<file path="src/common/guess_pkg.sv">
package guess_pkg;

	// timing, for a 50 MHz board clock.
	localparam int SCAN_TICKS     = 50000;  // 1 ms per digit.
	localparam int DEBOUNCE_TICKS = 250000; // 5 ms of steady level.

	// try counter saturates at 99.
	localparam int TRIES_MAX_TENS = 9;
	localparam int TRIES_MAX_ONES = 9;

	localparam int NUM_DIGITS = 4;

	typedef logic [3:0]                    digit_t;    // one bcd digit.
	typedef logic [7:0]                    seg_t;      // bit 0 is segment a, bit 7 the dp.
	typedef logic [NUM_DIGITS-1:0]         sel_t;      // active low, bit 0 rightmost.
	typedef logic [$clog2(NUM_DIGITS)-1:0] scan_idx_t;
	typedef logic [1:0]                    hint_t;

	localparam hint_t HINT_NONE = 2'd0;
	localparam hint_t HINT_HIGH = 2'd1;
	localparam hint_t HINT_LOW  = 2'd2;
	localparam hint_t HINT_WIN  = 2'd3;

	// glyphs, segments active high.
	localparam seg_t SEG_0 = 8'h3f;
	localparam seg_t SEG_1 = 8'h06;
	localparam seg_t SEG_2 = 8'h5b;
	localparam seg_t SEG_3 = 8'h4f;
	localparam seg_t SEG_4 = 8'h66;
	localparam seg_t SEG_5 = 8'h6d;
	localparam seg_t SEG_6 = 8'h7d;
	localparam seg_t SEG_7 = 8'h07;
	localparam seg_t SEG_8 = 8'h7f;
	localparam seg_t SEG_9 = 8'h6f;

	localparam seg_t SEG_H     = 8'h76;
	localparam seg_t SEG_L     = 8'h38;
	localparam seg_t SEG_DASH  = 8'h40; // segment g only.
	localparam seg_t SEG_BLANK = 8'h00;

	typedef enum logic [1:0]
	{
		IDLE, // no secret yet.
		PLAY,
		WON
	} game_state_t;

endpackage

</file>
<file path="src/display/digit_scan.sv">
module digit_scan
(
	input  logic              CLK,
	input  logic              rst_n,
	input  guess_pkg::hint_t  hint,
	input  guess_pkg::digit_t secret,
	input  guess_pkg::digit_t tries_tens,
	input  guess_pkg::digit_t tries_ones,
	output guess_pkg::seg_t   segments,
	output guess_pkg::sel_t   digit_sel
);
	import guess_pkg::*;

	logic [$clog2(SCAN_TICKS)-1:0] ms_cnt;
	logic                          ms_tick;
	scan_idx_t                     scan_idx;
	seg_t                          hint_glyph;

	function automatic seg_t digit_glyph(input digit_t d);
		case (d)
			4'd0:    return SEG_0;
			4'd1:    return SEG_1;
			4'd2:    return SEG_2;
			4'd3:    return SEG_3;
			4'd4:    return SEG_4;
			4'd5:    return SEG_5;
			4'd6:    return SEG_6;
			4'd7:    return SEG_7;
			4'd8:    return SEG_8;
			4'd9:    return SEG_9;
			default: return SEG_BLANK;
		endcase
	endfunction

	assign ms_tick = (ms_cnt == SCAN_TICKS - 1);

	// scan period timer.
	always_ff @(posedge CLK)
	begin
		if (!rst_n)
			ms_cnt <= '0;
		else if (ms_tick)
			ms_cnt <= '0;
		else
			ms_cnt <= ms_cnt + 1'b1;
	end

	always_ff @(posedge CLK)
	begin
		if (!rst_n)
			scan_idx <= '0;
		else if (ms_tick)
		begin
			if (scan_idx == scan_idx_t'(NUM_DIGITS - 1))
				scan_idx <= '0;
			else
				scan_idx <= scan_idx + 1'b1;
		end
	end

	// one select low, index 0 is the rightmost digit.
	assign digit_sel = ~(sel_t'(1) << scan_idx);

	always_comb
	begin
		case (hint)
			HINT_HIGH: hint_glyph = SEG_H;
			HINT_LOW:  hint_glyph = SEG_L;
			HINT_WIN:  hint_glyph = digit_glyph(secret); // show the found digit.
			default:   hint_glyph = SEG_DASH;
		endcase
	end

	always_comb
	begin
		case (scan_idx)
			2'd0:    segments = digit_glyph(tries_ones);
			2'd1:    segments = digit_glyph(tries_tens);
			2'd3:    segments = hint_glyph;
			default: segments = SEG_BLANK; // digit 2 stays dark.
		endcase
	end

	// the low select steps one digit left on each tick.
	a_sel_step: assert property (@(posedge CLK) disable iff (!rst_n)
		ms_tick |=> (digit_sel == {$past(digit_sel[NUM_DIGITS-2:0]),
			$past(digit_sel[NUM_DIGITS-1])}));

endmodule

</file>
<file path="src/game/guess_game.sv">
module guess_game
(
	input  logic              CLK,
	input  logic              rst_n,
	input  logic              set_press,
	input  logic              guess_press,
	input  guess_pkg::digit_t switches,
	output guess_pkg::hint_t  hint,
	output guess_pkg::digit_t secret,
	output guess_pkg::digit_t tries_tens,
	output guess_pkg::digit_t tries_ones
);
	import guess_pkg::*;

	game_state_t state;
	digit_t      guess;
	digit_t      next_tens;
	digit_t      next_ones;
	logic        tries_full;

	// switch values above 9 read as 9.
	function automatic digit_t clamp_digit(input digit_t v);
		if (v > 4'd9)
			return 4'd9;
		return v;
	endfunction

	assign guess = clamp_digit(switches);

	assign tries_full = (tries_tens == digit_t'(TRIES_MAX_TENS))
		&& (tries_ones == digit_t'(TRIES_MAX_ONES));

	// bcd increment of the try count.
	always_comb
	begin
		next_tens = tries_tens;
		next_ones = tries_ones;
		if (!tries_full)
		begin
			if (tries_ones == 4'd9)
			begin
				next_ones = 4'd0;
				next_tens = tries_tens + 4'd1;
			end
			else
				next_ones = tries_ones + 4'd1;
		end
	end

	always_ff @(posedge CLK)
	begin
		if (!rst_n)
		begin
			state      <= IDLE;
			hint       <= HINT_NONE;
			secret     <= 4'd0;
			tries_tens <= 4'd0;
			tries_ones <= 4'd0;
		end
		else if (set_press)
		begin
			// a new secret restarts the round from any state.
			state      <= PLAY;
			hint       <= HINT_NONE;
			secret     <= guess;
			tries_tens <= 4'd0;
			tries_ones <= 4'd0;
		end
		else if (guess_press)
		begin
			case (state)
				PLAY:
				begin
					tries_tens <= next_tens;
					tries_ones <= next_ones;
					if (guess > secret)
						hint <= HINT_HIGH;
					else if (guess < secret)
						hint <= HINT_LOW;
					else
					begin
						hint  <= HINT_WIN;
						state <= WON;
					end
				end
				default:
				begin
					state <= state; // idle and won ignore guesses.
				end
			endcase
		end
	end

	a_tries_bcd: assert property (@(posedge CLK) disable iff (!rst_n)
		(tries_tens <= 4'd9) && (tries_ones <= 4'd9));

	a_win_state: assert property (@(posedge CLK) disable iff (!rst_n)
		(hint == HINT_WIN) == (state == WON));

endmodule

</file>
<file path="src/rtl/guess_top.sv">
module guess_top
(
	input  logic              CLK,
	input  logic              rst_n,
	input  logic              key_set_n,
	input  logic              key_guess_n,
	input  guess_pkg::digit_t switches,
	output guess_pkg::seg_t   segments,
	output guess_pkg::sel_t   digit_sel
);
	import guess_pkg::*;

	logic   set_press;
	logic   guess_press;
	hint_t  hint;
	digit_t secret;
	digit_t tries_tens;
	digit_t tries_ones;

	key_debounce i_set_key
	(
		.CLK   (CLK),
		.rst_n (rst_n),
		.key_n (key_set_n),
		.press (set_press)
	);

	key_debounce i_guess_key
	(
		.CLK   (CLK),
		.rst_n (rst_n),
		.key_n (key_guess_n),
		.press (guess_press)
	);

	// switches go straight in, sampled on the press pulse.
	guess_game i_game
	(
		.CLK         (CLK),
		.rst_n       (rst_n),
		.set_press   (set_press),
		.guess_press (guess_press),
		.switches    (switches),
		.hint        (hint),
		.secret      (secret),
		.tries_tens  (tries_tens),
		.tries_ones  (tries_ones)
	);

	digit_scan i_scan
	(
		.CLK        (CLK),
		.rst_n      (rst_n),
		.hint       (hint),
		.secret     (secret),
		.tries_tens (tries_tens),
		.tries_ones (tries_ones),
		.segments   (segments),
		.digit_sel  (digit_sel)
	);

endmodule

</file>
<file path="src/rtl/key_debounce.sv">
module key_debounce
(
	input  logic CLK,
	input  logic rst_n,
	input  logic key_n,
	output logic press
);
	import guess_pkg::*;

	logic [$clog2(DEBOUNCE_TICKS)-1:0] cnt;
	logic                              key_meta;
	logic                              key_sync;
	logic                              key_level; // accepted level, 1 is released.
	logic                              settled;

	assign settled = (cnt == DEBOUNCE_TICKS - 1);

	// two flop synchronizer.
	always_ff @(posedge CLK)
	begin
		if (!rst_n)
		begin
			key_meta <= 1'b1;
			key_sync <= 1'b1;
		end
		else
		begin
			key_meta <= key_n;
			key_sync <= key_meta;
		end
	end

	// count while the input disagrees with the accepted level.
	always_ff @(posedge CLK)
	begin
		if (!rst_n)
		begin
			cnt       <= '0;
			key_level <= 1'b1;
			press     <= 1'b0;
		end
		else
		begin
			press <= 1'b0;
			if (key_sync == key_level)
				cnt <= '0; // a bounce lands here and restarts.
			else if (settled)
			begin
				cnt       <= '0;
				key_level <= key_sync;
				press     <= !key_sync; // only the falling side counts.
			end
			else
				cnt <= cnt + 1'b1;
		end
	end

	a_press_single: assert property (@(posedge CLK) disable iff (!rst_n)
		press |=> !press);

endmodule

</file>
<file path="config.mk">
export PLATFORM = sky130hd
export DESIGN_NAME = guess_top
export DESIGN_NICKNAME = d
export VERILOG_FILES = /design/src/common/guess_pkg.sv /design/src/display/digit_scan.sv /design/src/game/guess_game.sv /design/src/rtl/guess_top.sv /design/src/rtl/key_debounce.sv
export SDC_FILE = /design/constraint.sdc
export NUM_CORES = 1
export LEC_CHECK = 0
export CORE_MARGIN = 5
export CORE_UTILIZATION = 55
export DETAILED_ROUTE_END_ITERATION = 7
export DONT_BUFFER_PORTS = 1
export GPL_TIMING_DRIVEN = 0
export PLACE_DENSITY = 0.72
export SYNTH_ARGS = -nofsm -noshare
export SYNTH_HDL_FRONTEND = slang
export SYNTH_HIERARCHICAL = 1
export SYNTH_SLANG_ARGS = --single-unit
</file>
<file path="constraint.sdc">
create_clock -name CLK -period 2.35 [get_ports CLK]
set_input_delay 0.5875 -clock CLK [delete_from_list [all_inputs] [get_ports CLK]]
set_output_delay 0.5875 -clock CLK [all_outputs]
set_load 0.02 [all_outputs]
</file>
==> results of run 1 <==
## state kept, by name (all words and copies together) (netlist names), 2 cells and up
signal / count
i_game/hint: 2
i_game/secret: 4
i_game/state: 2
i_game/tries_ones: 4
i_game/tries_tens: 4
i_guess_key/cnt: 18
i_scan/ms_cnt: 16
i_scan/scan_idx: 2
i_set_key/cnt: 18
## per-stage QoR
step / hold slack, ps / cell area, µm²
final: 331 / 5090
after global routing: 306 / 5090
after CTS: 310 / 4990
after detailed placement: 394 / 4570
after global placement: 390 / 4570
after floorplan: 386 / 4440
## area by class of cell
type                    count  area share (%)
multi-input cells         389            54.6
flip-flops and latches     78            31.2
clock buffers              12            3.24
inverters                  38            2.80
well taps                 102            2.51
plain buffers              14            2.43
clock inverters             3            1.77
repair buffers              9            1.40
## synthesized netlist by cell type, types with 2 or more instances
library cell  instances  area [µm²]
buf_2                 4        20.0
nor4_1               17         106
nand4_2               4        50.1
clkbuf_1              5        18.8
a21o_1                2        15.0
o21a_1                4        30.0
mux2i_1               6        60.1
a21oi_1              17        85.1
nor4b_1               4        35.0
buf_6                 6        67.6
ha_1                 30         375
nand4_1              12        75.1
o21ai_0              15        75.1
nand3_1              22         110
nand3b_1              2        15.0
nor3_1               13        65.1
nor2_2                5        31.3
dfxtp_1              78        1560
a22oi_1               2        15.0
nand2b_1             17         106
xor2_1               11        96.3
nor2_1               66         248
and3_1                8        50.1
o22ai_1               5        31.3
a31oi_1               4        25.0
inv_1                38         143
o31ai_1               4        30.0
and2_1                5        31.3
nor4_2                3        37.5
a311oi_1              2        17.5
nand2_1              29         109
or3_1                 4        25.0
or4_1                 2        15.0
o221ai_1              2        17.5
nor2b_1               9        56.3
o21ai_4               2        32.5
xnor2_1              38         333
## where the power goes
group	internal (W)	total, W	switching (W)
combinational	0.0000231	0.0000531	0.0000300
clock	0.000787	0.00124	0.000457
sequential	0.00132	0.00133	0.00000773
## logic make-up after synthesis
group / Yosys count / share of synthesized area, %
compound gates: 69 / 10.5
xor+xnor: 49 / 9.66
fa+ha+maj: 30 / 8.45
buf+inv: 55 / 5.86
flops: 78 / 35.2
mux: 7 / 1.61
other cells: 1 / 0.0844
simple gates: 233 / 28.6
## worst register-to-register path: stages, from the launching register on
cell and delay [ps]:
dfxtp_1 410, ha_1 300, and3_1 250, nand4_2 190, o21ai_4 300, buf_6 190
nor2_1 60
## worst paths after layout
kind,depth (start not counted),startpoint,endpoint
min reg2reg,1,i_set_key/key_meta,i_set_key/key_sync
max reg2reg,6,i_set_key/cnt[0],i_set_key/cnt[14]
min,1,rst_n,i_set_key/key_meta
max,5,i_game/secret[2],segments[0]
## metal layers
| layer | track usage (%) | vias to the layer above | part of all wire, % |
|---|---|---|---|
| li1 | - | 1834 | - |
| met1 | 24.5 | 1683 | 46 |
| met2 | 30.6 | 69 | 48 |
| met3 | 3.82 | 18 | 3.5 |
| met4 | 6.72 | 0 | 1.9 |
| met5 | 0 | - | 0 |
## timing repair
| action | CTS | global route |
|---|---|---|
| setup buffers | 5 | 4 |
| gates resized for setup | 45 | 31 |
| hold endpoints to repair | 0 | 0 |
| pin swaps | 7 | 14 |
| setup endpoints to repair | 7 | 7 |
==> results.sh, run 1 <==
export IMPL_async_flop_share_pct=0
export IMPL_synth_area_per_cell_um2=8.51
export IMPL_yosysSeqAreaShare_pct=35.2
export IMPL_synth_nets=560
export IMPL_clock_latency_ps=340
export IMPL_max_cap_violations=0
export IMPL_numCtsBuffers=9
export IMPL_drtPass1Iterations=4
export IMPL_syn_inst=522
export IMPL_first_iter_violations=145
export IMPL_n_fill_cell=658
export IMPL_grt_overflow_total=0
export IMPL_vias=3604
export IMPL_path_clk_slew_ps=80
export IMPL_period_needed_ps=2330
export IMPL_port_buffers=0
export IMPL_routed_wl_mm=9.07
export IMPL_hold_viol=0
export IMPL_fin_util_pct=65.2
export IMPL_ant_nets=0
export IMPL_outcome="complete, no violations"
export IMPL_io_pins=20
export IMPL_synth_cell_types=62
export IMPL_cp_top_family="simple AND/OR/NAND/NOR gates"
export IMPL_num_rows=32
export IMPL_insertedDiodeCount=0
export IMPL_ys_warn_count=6
export IMPL_finalSetupViolCount=0
export IMPL_ff_latch_area_mm2=0.00159
export IMPL_critPathLaunchType="register"
export IMPL_path_cells="buf_6 > o21ai_4 > nand3_2 > or3_4 > a31oi_4"
export IMPL_die_x_um=99.9
export IMPL_mostFrequentLayoutCell="dfxtp_1"
export IMPL_gp_congestion=0.920
export IMPL_hold_class="in2reg"
export IMPL_grt_pass1_wl_mm=15.5
export IMPL_fmax_mhz=429
export IMPL_slew_viol_final=0
export IMPL_ir_drop_mv=0.374
export IMPL_synth_area_mm2=0.00444
export IMPL_powerDensity_mw_per_mm2=516
export IMPL_synth_edff_count=0
export IMPL_nets=577
export IMPL_finClkSkew_ps=10.3
export IMPL_power_w=0.00263
export IMPL_period_share_pct=99.2
export IMPL_synth_main_ff_cell="dfxtp_1"
export IMPL_drive_gt1_share_pct=19.0
export IMPL_setup_tns_ps=0
export IMPL_stdcell_count=645
export IMPL_routedWlPerCell_um=14.1
export IMPL_grt_max_degree=23
export IMPL_cts_buffer_depth=2
export IMPL_dieHeight_um=99.9
export IMPL_critPathRequiredTime_ps=1760
export IMPL_fp_dieArea_mm2=0.00997
export IMPL_root_buffer="clkbuf_8"
export IMPL_setup_slack_ps=19.7
export IMPL_place_inst=624
export IMPL_cts_sinks=78
export IMPL_worstSetupPathType="reg2out"
export IMPL_cp_slowest_cell="or3_4"
export IMPL_critPathMaxStageDelay_ps=430
export IMPL_rsz0062_at_grt="true"
export IMPL_h_tree_depth=3
export IMPL_multiInputGateArea_mm2=0.00278
export IMPL_hold_buffers=0
export IMPL_grt_pass1_vias=3325
export IMPL_drc=0
export IMPL_end_kind="output port"
export IMPL_core_mm2=0.00781
export IMPL_dp_worst_setup_slack_ps=-62.0
export IMPL_final_cell_mix="67 x dfxtp_1, 64 x nor2_1, 38 x xnor2_1"
export IMPL_cts_tree="yes"
export IMPL_critPathBufInv=1
export IMPL_viasPerCell=5.59
export IMPL_worstPathArrival_ps=1740
export IMPL_rrSetupSlack_ps=560
export IMPL_antenna_found_initial=0
export IMPL_start_util_pct=56.9
export IMPL_p_leak_nw=1.75
export IMPL_cp_max_fo=10
export IMPL_hpwl_mm=6.15
export IMPL_track_usage_pct=18.7
export IMPL_synth_seq_cells=78
export IMPL_syn_to_final_growth_pct=14.7
(Power assumes the default switching activity.)
==> run 2, diff against run 1 <==
--- a/config.mk
+++ b/config.mk
@@ -11,6 +11,7 @@
 export DONT_BUFFER_PORTS = 1
 export GPL_TIMING_DRIVEN = 0
 export PLACE_DENSITY = 0.72
+export RECOVER_POWER = 100
 export SYNTH_ARGS = -nofsm -noshare
 export SYNTH_HDL_FRONTEND = slang
 export SYNTH_HIERARCHICAL = 1
==> run 2 against run 1 <==
  * Clock power is essentially flat
  * Total power shrank 0.34%
  * Flip-flop and latch count is the same
  * Largest power group unchanged
  * Global-route usage is the same
  * Register-to-register slack lost 310 ps
  * Final cell count is the same
  * Clock-buffer cell count is the same
  * Via count grew 0.36%
  * Critical path depth is the same
  * Clock skew shrank 2.2 ps
==> results.sh, run 2 (same netlist as run 1, synthesis figures left out) <==
export IMPL_outcome="complete, no violations"
export IMPL_insertedDiodeCount=0
export IMPL_nets=577
export IMPL_clock_latency_ps=340
export IMPL_path_clk_slew_ps=80
export IMPL_die_x_um=99.9
export IMPL_place_inst=624
export IMPL_cp_max_fo=10
export IMPL_final_cell_mix="68 x nor2_1, 67 x dfxtp_1, 38 x xnor2_1"
export IMPL_start_util_pct=56.9
export IMPL_slew_viol_final=0
export IMPL_hold_ws_ps=331
export IMPL_grt_max_degree=23
export IMPL_cts_buffer_depth=2
export IMPL_viasPerCell=5.61
export IMPL_gp_congestion=0.920
export IMPL_cts_tree="yes"
export IMPL_ant_nets=0
export IMPL_tightest_slew_ps=648
export IMPL_drc=0
export IMPL_num_rows=32
export IMPL_routed_wl_mm=9.07
export IMPL_period_needed_ps=2320
export IMPL_core_mm2=0.00781
export IMPL_hpwl_mm=6.15
export IMPL_ir_drop_mv=0.374
export IMPL_p_leak_nw=1.71
export IMPL_antenna_found_initial=0
export IMPL_grt_pass1_vias=3325
export IMPL_critPathRequiredTime_ps=1760
export IMPL_finalSetupViolCount=0
export IMPL_cp_slowest_cell="or3_4"
export IMPL_routedWlPerCell_um=14.1
export IMPL_max_cap_violations=0
export IMPL_cts_sinks=78
export IMPL_stdcell_count=645
export IMPL_grt_overflow_total=0
export IMPL_grt_pass1_wl_mm=15.5
export IMPL_mostFrequentLayoutCell="nor2_1"
export IMPL_end_kind="output port"
export IMPL_port_buffers=0
export IMPL_slew_headroom_pct=56.5
export IMPL_worstPathArrival_ps=1740
export IMPL_syn_to_final_growth_pct=13.1
export IMPL_io_pins=20
export IMPL_drive_gt1_share_pct=16.4
export IMPL_reg_top3="i_guess_key/cnt x18, i_set_key/cnt x18, i_scan/ms_cnt x16"
export IMPL_powerDensity_mw_per_mm2=521
export IMPL_fp_dieArea_mm2=0.00997
export IMPL_hold_viol=0
export IMPL_finClkSkew_ps=8.10
export IMPL_critPathLaunchType="register"
export IMPL_dieHeight_um=99.9
export IMPL_hold_buffers=0
export IMPL_numCtsBuffers=9
export IMPL_power_w=0.00262
export IMPL_period_share_pct=98.9
export IMPL_track_usage_pct=18.7
export IMPL_fmax_mhz=430
export IMPL_rsz0062_at_grt="true"
export IMPL_worstSetupPathType="reg2out"
export IMPL_critPathMaxStageDelay_ps=430
export IMPL_vias=3617
export IMPL_path_cells="buf_6 > o21ai_4 > nand3_2 > or3_4 > a31oi_4"
export IMPL_h_tree_depth=3
export IMPL_hold_class="in2reg"
export IMPL_first_iter_violations=138
export IMPL_drtPass1Iterations=5
export IMPL_root_buffer="clkbuf_8"
run 2: area by class of cell:
cell class / count / area (µm²)
fill: 669 / 2790
sequential: 78 / 1590
multi-input combinational: 389 / 2720
timing repair buffer: 9 / 71.3
clock inverter: 3 / 90.1
inverter: 38 / 143
clock buffer: 12 / 165
buffer: 14 / 114
tap: 102 / 128
run 2: report_power, final:
part	internal, W	total [W]	switching, W	leakage (nW)
Sequential	0.00132	0.00133	0.00000780	0.637
Clock	0.000787	0.00124	0.000452	0.129
Combinational	0.0000207	0.0000496	0.0000288	0.947
run 2: per-layer routing:
| metal | track usage [%] | vias up | wire length, µm | share of wire (%) |
|---|---|---|---|---|
| li1 | - | 1827 | - | - |
| met1 | 24.5 | 1689 | 4180 | 46 |
| met2 | 30.6 | 83 | 4350 | 48 |
| met3 | 3.82 | 18 | 350 | 3.9 |
| met4 | 6.72 | 0 | 188 | 2.1 |
| met5 | 0 | - | 0 | 0 |
run 2: critical path: cells and delay by family, from the launching register on:
family / cells / cell delay [ps]
buffers and inverters: 1 / 130
AO/OA/AOI/OAI: 2 / 380
AND/OR/NAND/NOR: 2 / 550
flip-flops: 1 / 330
run 2: timing repair:
| item | in CTS | in global routing |
|---|---|---|
| setup endpoints to repair | 7 | 7 |
| setup buffers | 5 | 4 |
| resized for setup | 45 | 31 |
| pin swaps | 7 | 14 |
run 2: worst paths after layout:
path	start	endpoint	slack (ps)	cells after the start
max	i_game/secret[2]	segments[0]	30	5
min	rst_n	i_set_key/key_meta	330	1
max reg2reg	i_set_key/cnt[0]	i_set_key/cnt[14]	250	6
min reg2reg	i_set_key/key_meta	i_set_key/key_sync	410	1
run 2: per-stage QoR:
| step | util [%] | worst slack, ps | instance area (µm²) | setup TNS (ps) |
|---|---|---|---|---|
| after floorplan | - | 149 | 4440 | 0 |
| after global placement | 58.5 | -30.2 | 4570 | -34.1 |
| after detailed placement | 58.5 | -62.0 | 4570 | -76.2 |
| after CTS | 63.9 | -6.05 | 4990 | -6.05 |
| after global routing | 64.3 | -60.4 | 5020 | -210 |
| final | 64.3 | 26.1 | 5020 | 0 |
==> run 3, diff against run 2 <==
==> constraint.sdc (replaced) <==
create_clock -name CLK -period 2.35 [get_ports CLK]
set_input_delay 0.3525 -clock CLK [delete_from_list [all_inputs] [get_ports CLK]]
set_output_delay 0.3525 -clock CLK [all_outputs]
set_load 0.02 [all_outputs]
==> run 3 against run 2 <==
  * Clock skew rose by 1.1 ps
  * Worst hold slack got worse by 240 ps
  * Global-route usage fell by 0.51 points
  * Non-clock buffer count fell by 7
  * First-iteration DRC count rose by 3.6%
  * Setup slack improved by 76 ps
  * Sequential power barely moved
  * Register-to-register slack barely moved
  * Utilization fell by 2.5 points
  * Final cell count fell by 1.1%
  * Sequential share of layout area rose by 0.88 points
  * Largest cell class unchanged
==> results.sh, run 3 (same netlist as run 1, synthesis figures left out) <==
export IMPL_final_cell_mix="73 x dfxtp_1, 69 x nor2_1, 38 x inv_1, 38 x xnor2_1, 30 x ha_1"
export IMPL_p_switching_w=0.000493
export IMPL_ant_nets=0
export IMPL_syn_to_final_growth_pct=8.65
export IMPL_port_buffers=0
export IMPL_io_pins=20
export IMPL_num_rows=32
export IMPL_critPathRequiredTime_ps=2000
export IMPL_critPathLaunchType="register"
export IMPL_root_buffer="clkbuf_8"
export IMPL_drive_gt1_share_pct=9.70
export IMPL_first_iter_violations=143
export IMPL_hold_ws_ps=90.9
export IMPL_max_cap_violations=0
export IMPL_track_usage_pct=18.2
export IMPL_worstPathArrival_ps=1900
export IMPL_mostFrequentLayoutCell="dfxtp_1"
export IMPL_rrSetupSlack_ps=260
export IMPL_gp_congestion=0.920
export IMPL_fmax_mhz=445
export IMPL_period_needed_ps=2250
export IMPL_end_kind="output port"
export IMPL_slew_headroom_pct=56.6
export IMPL_use_met3_pct=3.75
export IMPL_worstHoldPathCells=1
export IMPL_grt_max_degree=23
export IMPL_drtPass1Iterations=4
export IMPL_outcome="complete, no violations"
export IMPL_start_util_pct=56.9
export IMPL_cp_max_fo=5
export IMPL_post_cts_setup_buffers=0
export IMPL_r2r_cells=6
export IMPL_met1_usage_pct=24.1
export IMPL_grt_pass1_vias=3269
export IMPL_antenna_found_initial=0
export IMPL_p_leak_nw=1.64
export IMPL_routedWlPerCell_um=13.5
export IMPL_ir_drop_mv=0.374
export IMPL_intPower_w=0.00214
export IMPL_r2r_start="i_set_key/cnt[0]"
export IMPL_p_seq_share_pct=50.8
export IMPL_worstHoldEndpoint="i_guess_key/key_meta"
export IMPL_combPwrFrac_pct=1.9
export IMPL_busiest_layer="met2"
export IMPL_drc=0
export IMPL_cts_tree="yes"
export IMPL_hold_class="in2reg"
export IMPL_hpwl_mm=6.15
export IMPL_core_mm2=0.00781
export IMPL_slew_viol_final=0
export IMPL_powerDensity_mw_per_mm2=545
export IMPL_hold_buffers=0
export IMPL_grt_pass1_wl_mm=15.1
export IMPL_reg_top3="i_guess_key/cnt x18, i_set_key/cnt x18, i_scan/ms_cnt x16"
export IMPL_hp_start="rst_n"
export IMPL_dieHeight_um=99.9
export IMPL_insertedDiodeCount=0
export IMPL_timing_rr_end="i_set_key/cnt[14]"
export IMPL_die_x_um=99.9
export IMPL_vias=3526
export IMPL_cts_sinks=78
export IMPL_h_tree_depth=3
export IMPL_routed_wl_mm=8.64
export IMPL_numCtsBuffers=9
export IMPL_clock_latency_ps=340
export IMPL_worstSetupPathType="reg2out"
export IMPL_finClkSkew_ps=9.18
export IMPL_switching_share_pct=18.7
export IMPL_finalSetupViolCount=0
export IMPL_period_share_pct=95.7
export IMPL_nets=570
export IMPL_grt_util_met2_pct=29.6
export IMPL_fp_dieArea_mm2=0.00997
export IMPL_clkPwrFrac_pct=47.3
export IMPL_dp_worst_setup_slack_ps=173
export IMPL_tightest_slew_ps=647
export IMPL_setup_slack_ps=102
export IMPL_grt_overflow_total=0
export IMPL_viasPerCell=5.53
export IMPL_cts_buffer_depth=2
export IMPL_path_clk_slew_ps=80
export IMPL_hold_viol=0
export IMPL_cts_resized_gates=10
## run 3: how the worst max path moves through the flow
stage / from / endpoint / slack, ps / depth (start not counted)
3_3_place_gp: i_game/tries_tens[1] / segments[0] / 200 / 6
3_5_place_dp: i_game/tries_tens[1] / segments[0] / 170 / 6
5_1_grt: i_game/secret[2] / segments[2] / -3 / 5
2_1_floorplan: i_game/tries_tens[1] / segments[0] / 380 / 6
4_1_cts: i_game/secret[1] / segments[0] / 20 / 6
6_report: i_scan/scan_idx[1] / segments[5] / 100 / 4
## run 3: per-stage QoR
step | utilization [%] | cell area, µm² | total power [W] | setup TNS [ps] | instances
finish | 61.8 | 4820 | 0.00263 | 0 | 638
global placement | 58.5 | 4570 | 0.00142 | 0 | 624
detailed placement | 58.5 | 4570 | 0.00142 | 0 | 624
global route | 61.8 | 4820 | 0.00272 | -2.57 | 638
CTS | 62.3 | 4860 | 0.00267 | 0 | 639
floorplan | - | 4440 | 0.00141 | 0 | 522
## run 3: final cells by class
class                      count  area (µm²)
fill                         682        2980
sequential                    78        1570
clock inverter                 3        90.1
inverter                      38         143
multi-input combinational    389        2620
tap                          102         128
clock buffer                  12         165
buffer                        16         105
## run 3: layer usage
layer  share of wire, %  wire [µm]
met3                3.8        331
met1                 47       4070
met2                 47       4090
met5                  0          0
met4                1.8        157
## run 3: worst max-delay path, cell delays in order (launching register included)
cell,delay [ps]
dfxtp_1,410
ha_1,280
o21ai_0,230
a31o_2,300
a31oi_2,330
## run 3: power by group through the flow
stage	clock, W	combinational [W]	sequential (W)
3_5_place_dp	0	0.0000523	0.00137
6_report	0.00124	0.0000488	0.00134
3_3_place_gp	0	0.0000502	0.00137
2_1_floorplan	0	0.0000427	0.00137
4_1_cts	0.00128	0.0000530	0.00134
5_1_grt	0.00133	0.0000562	0.00134
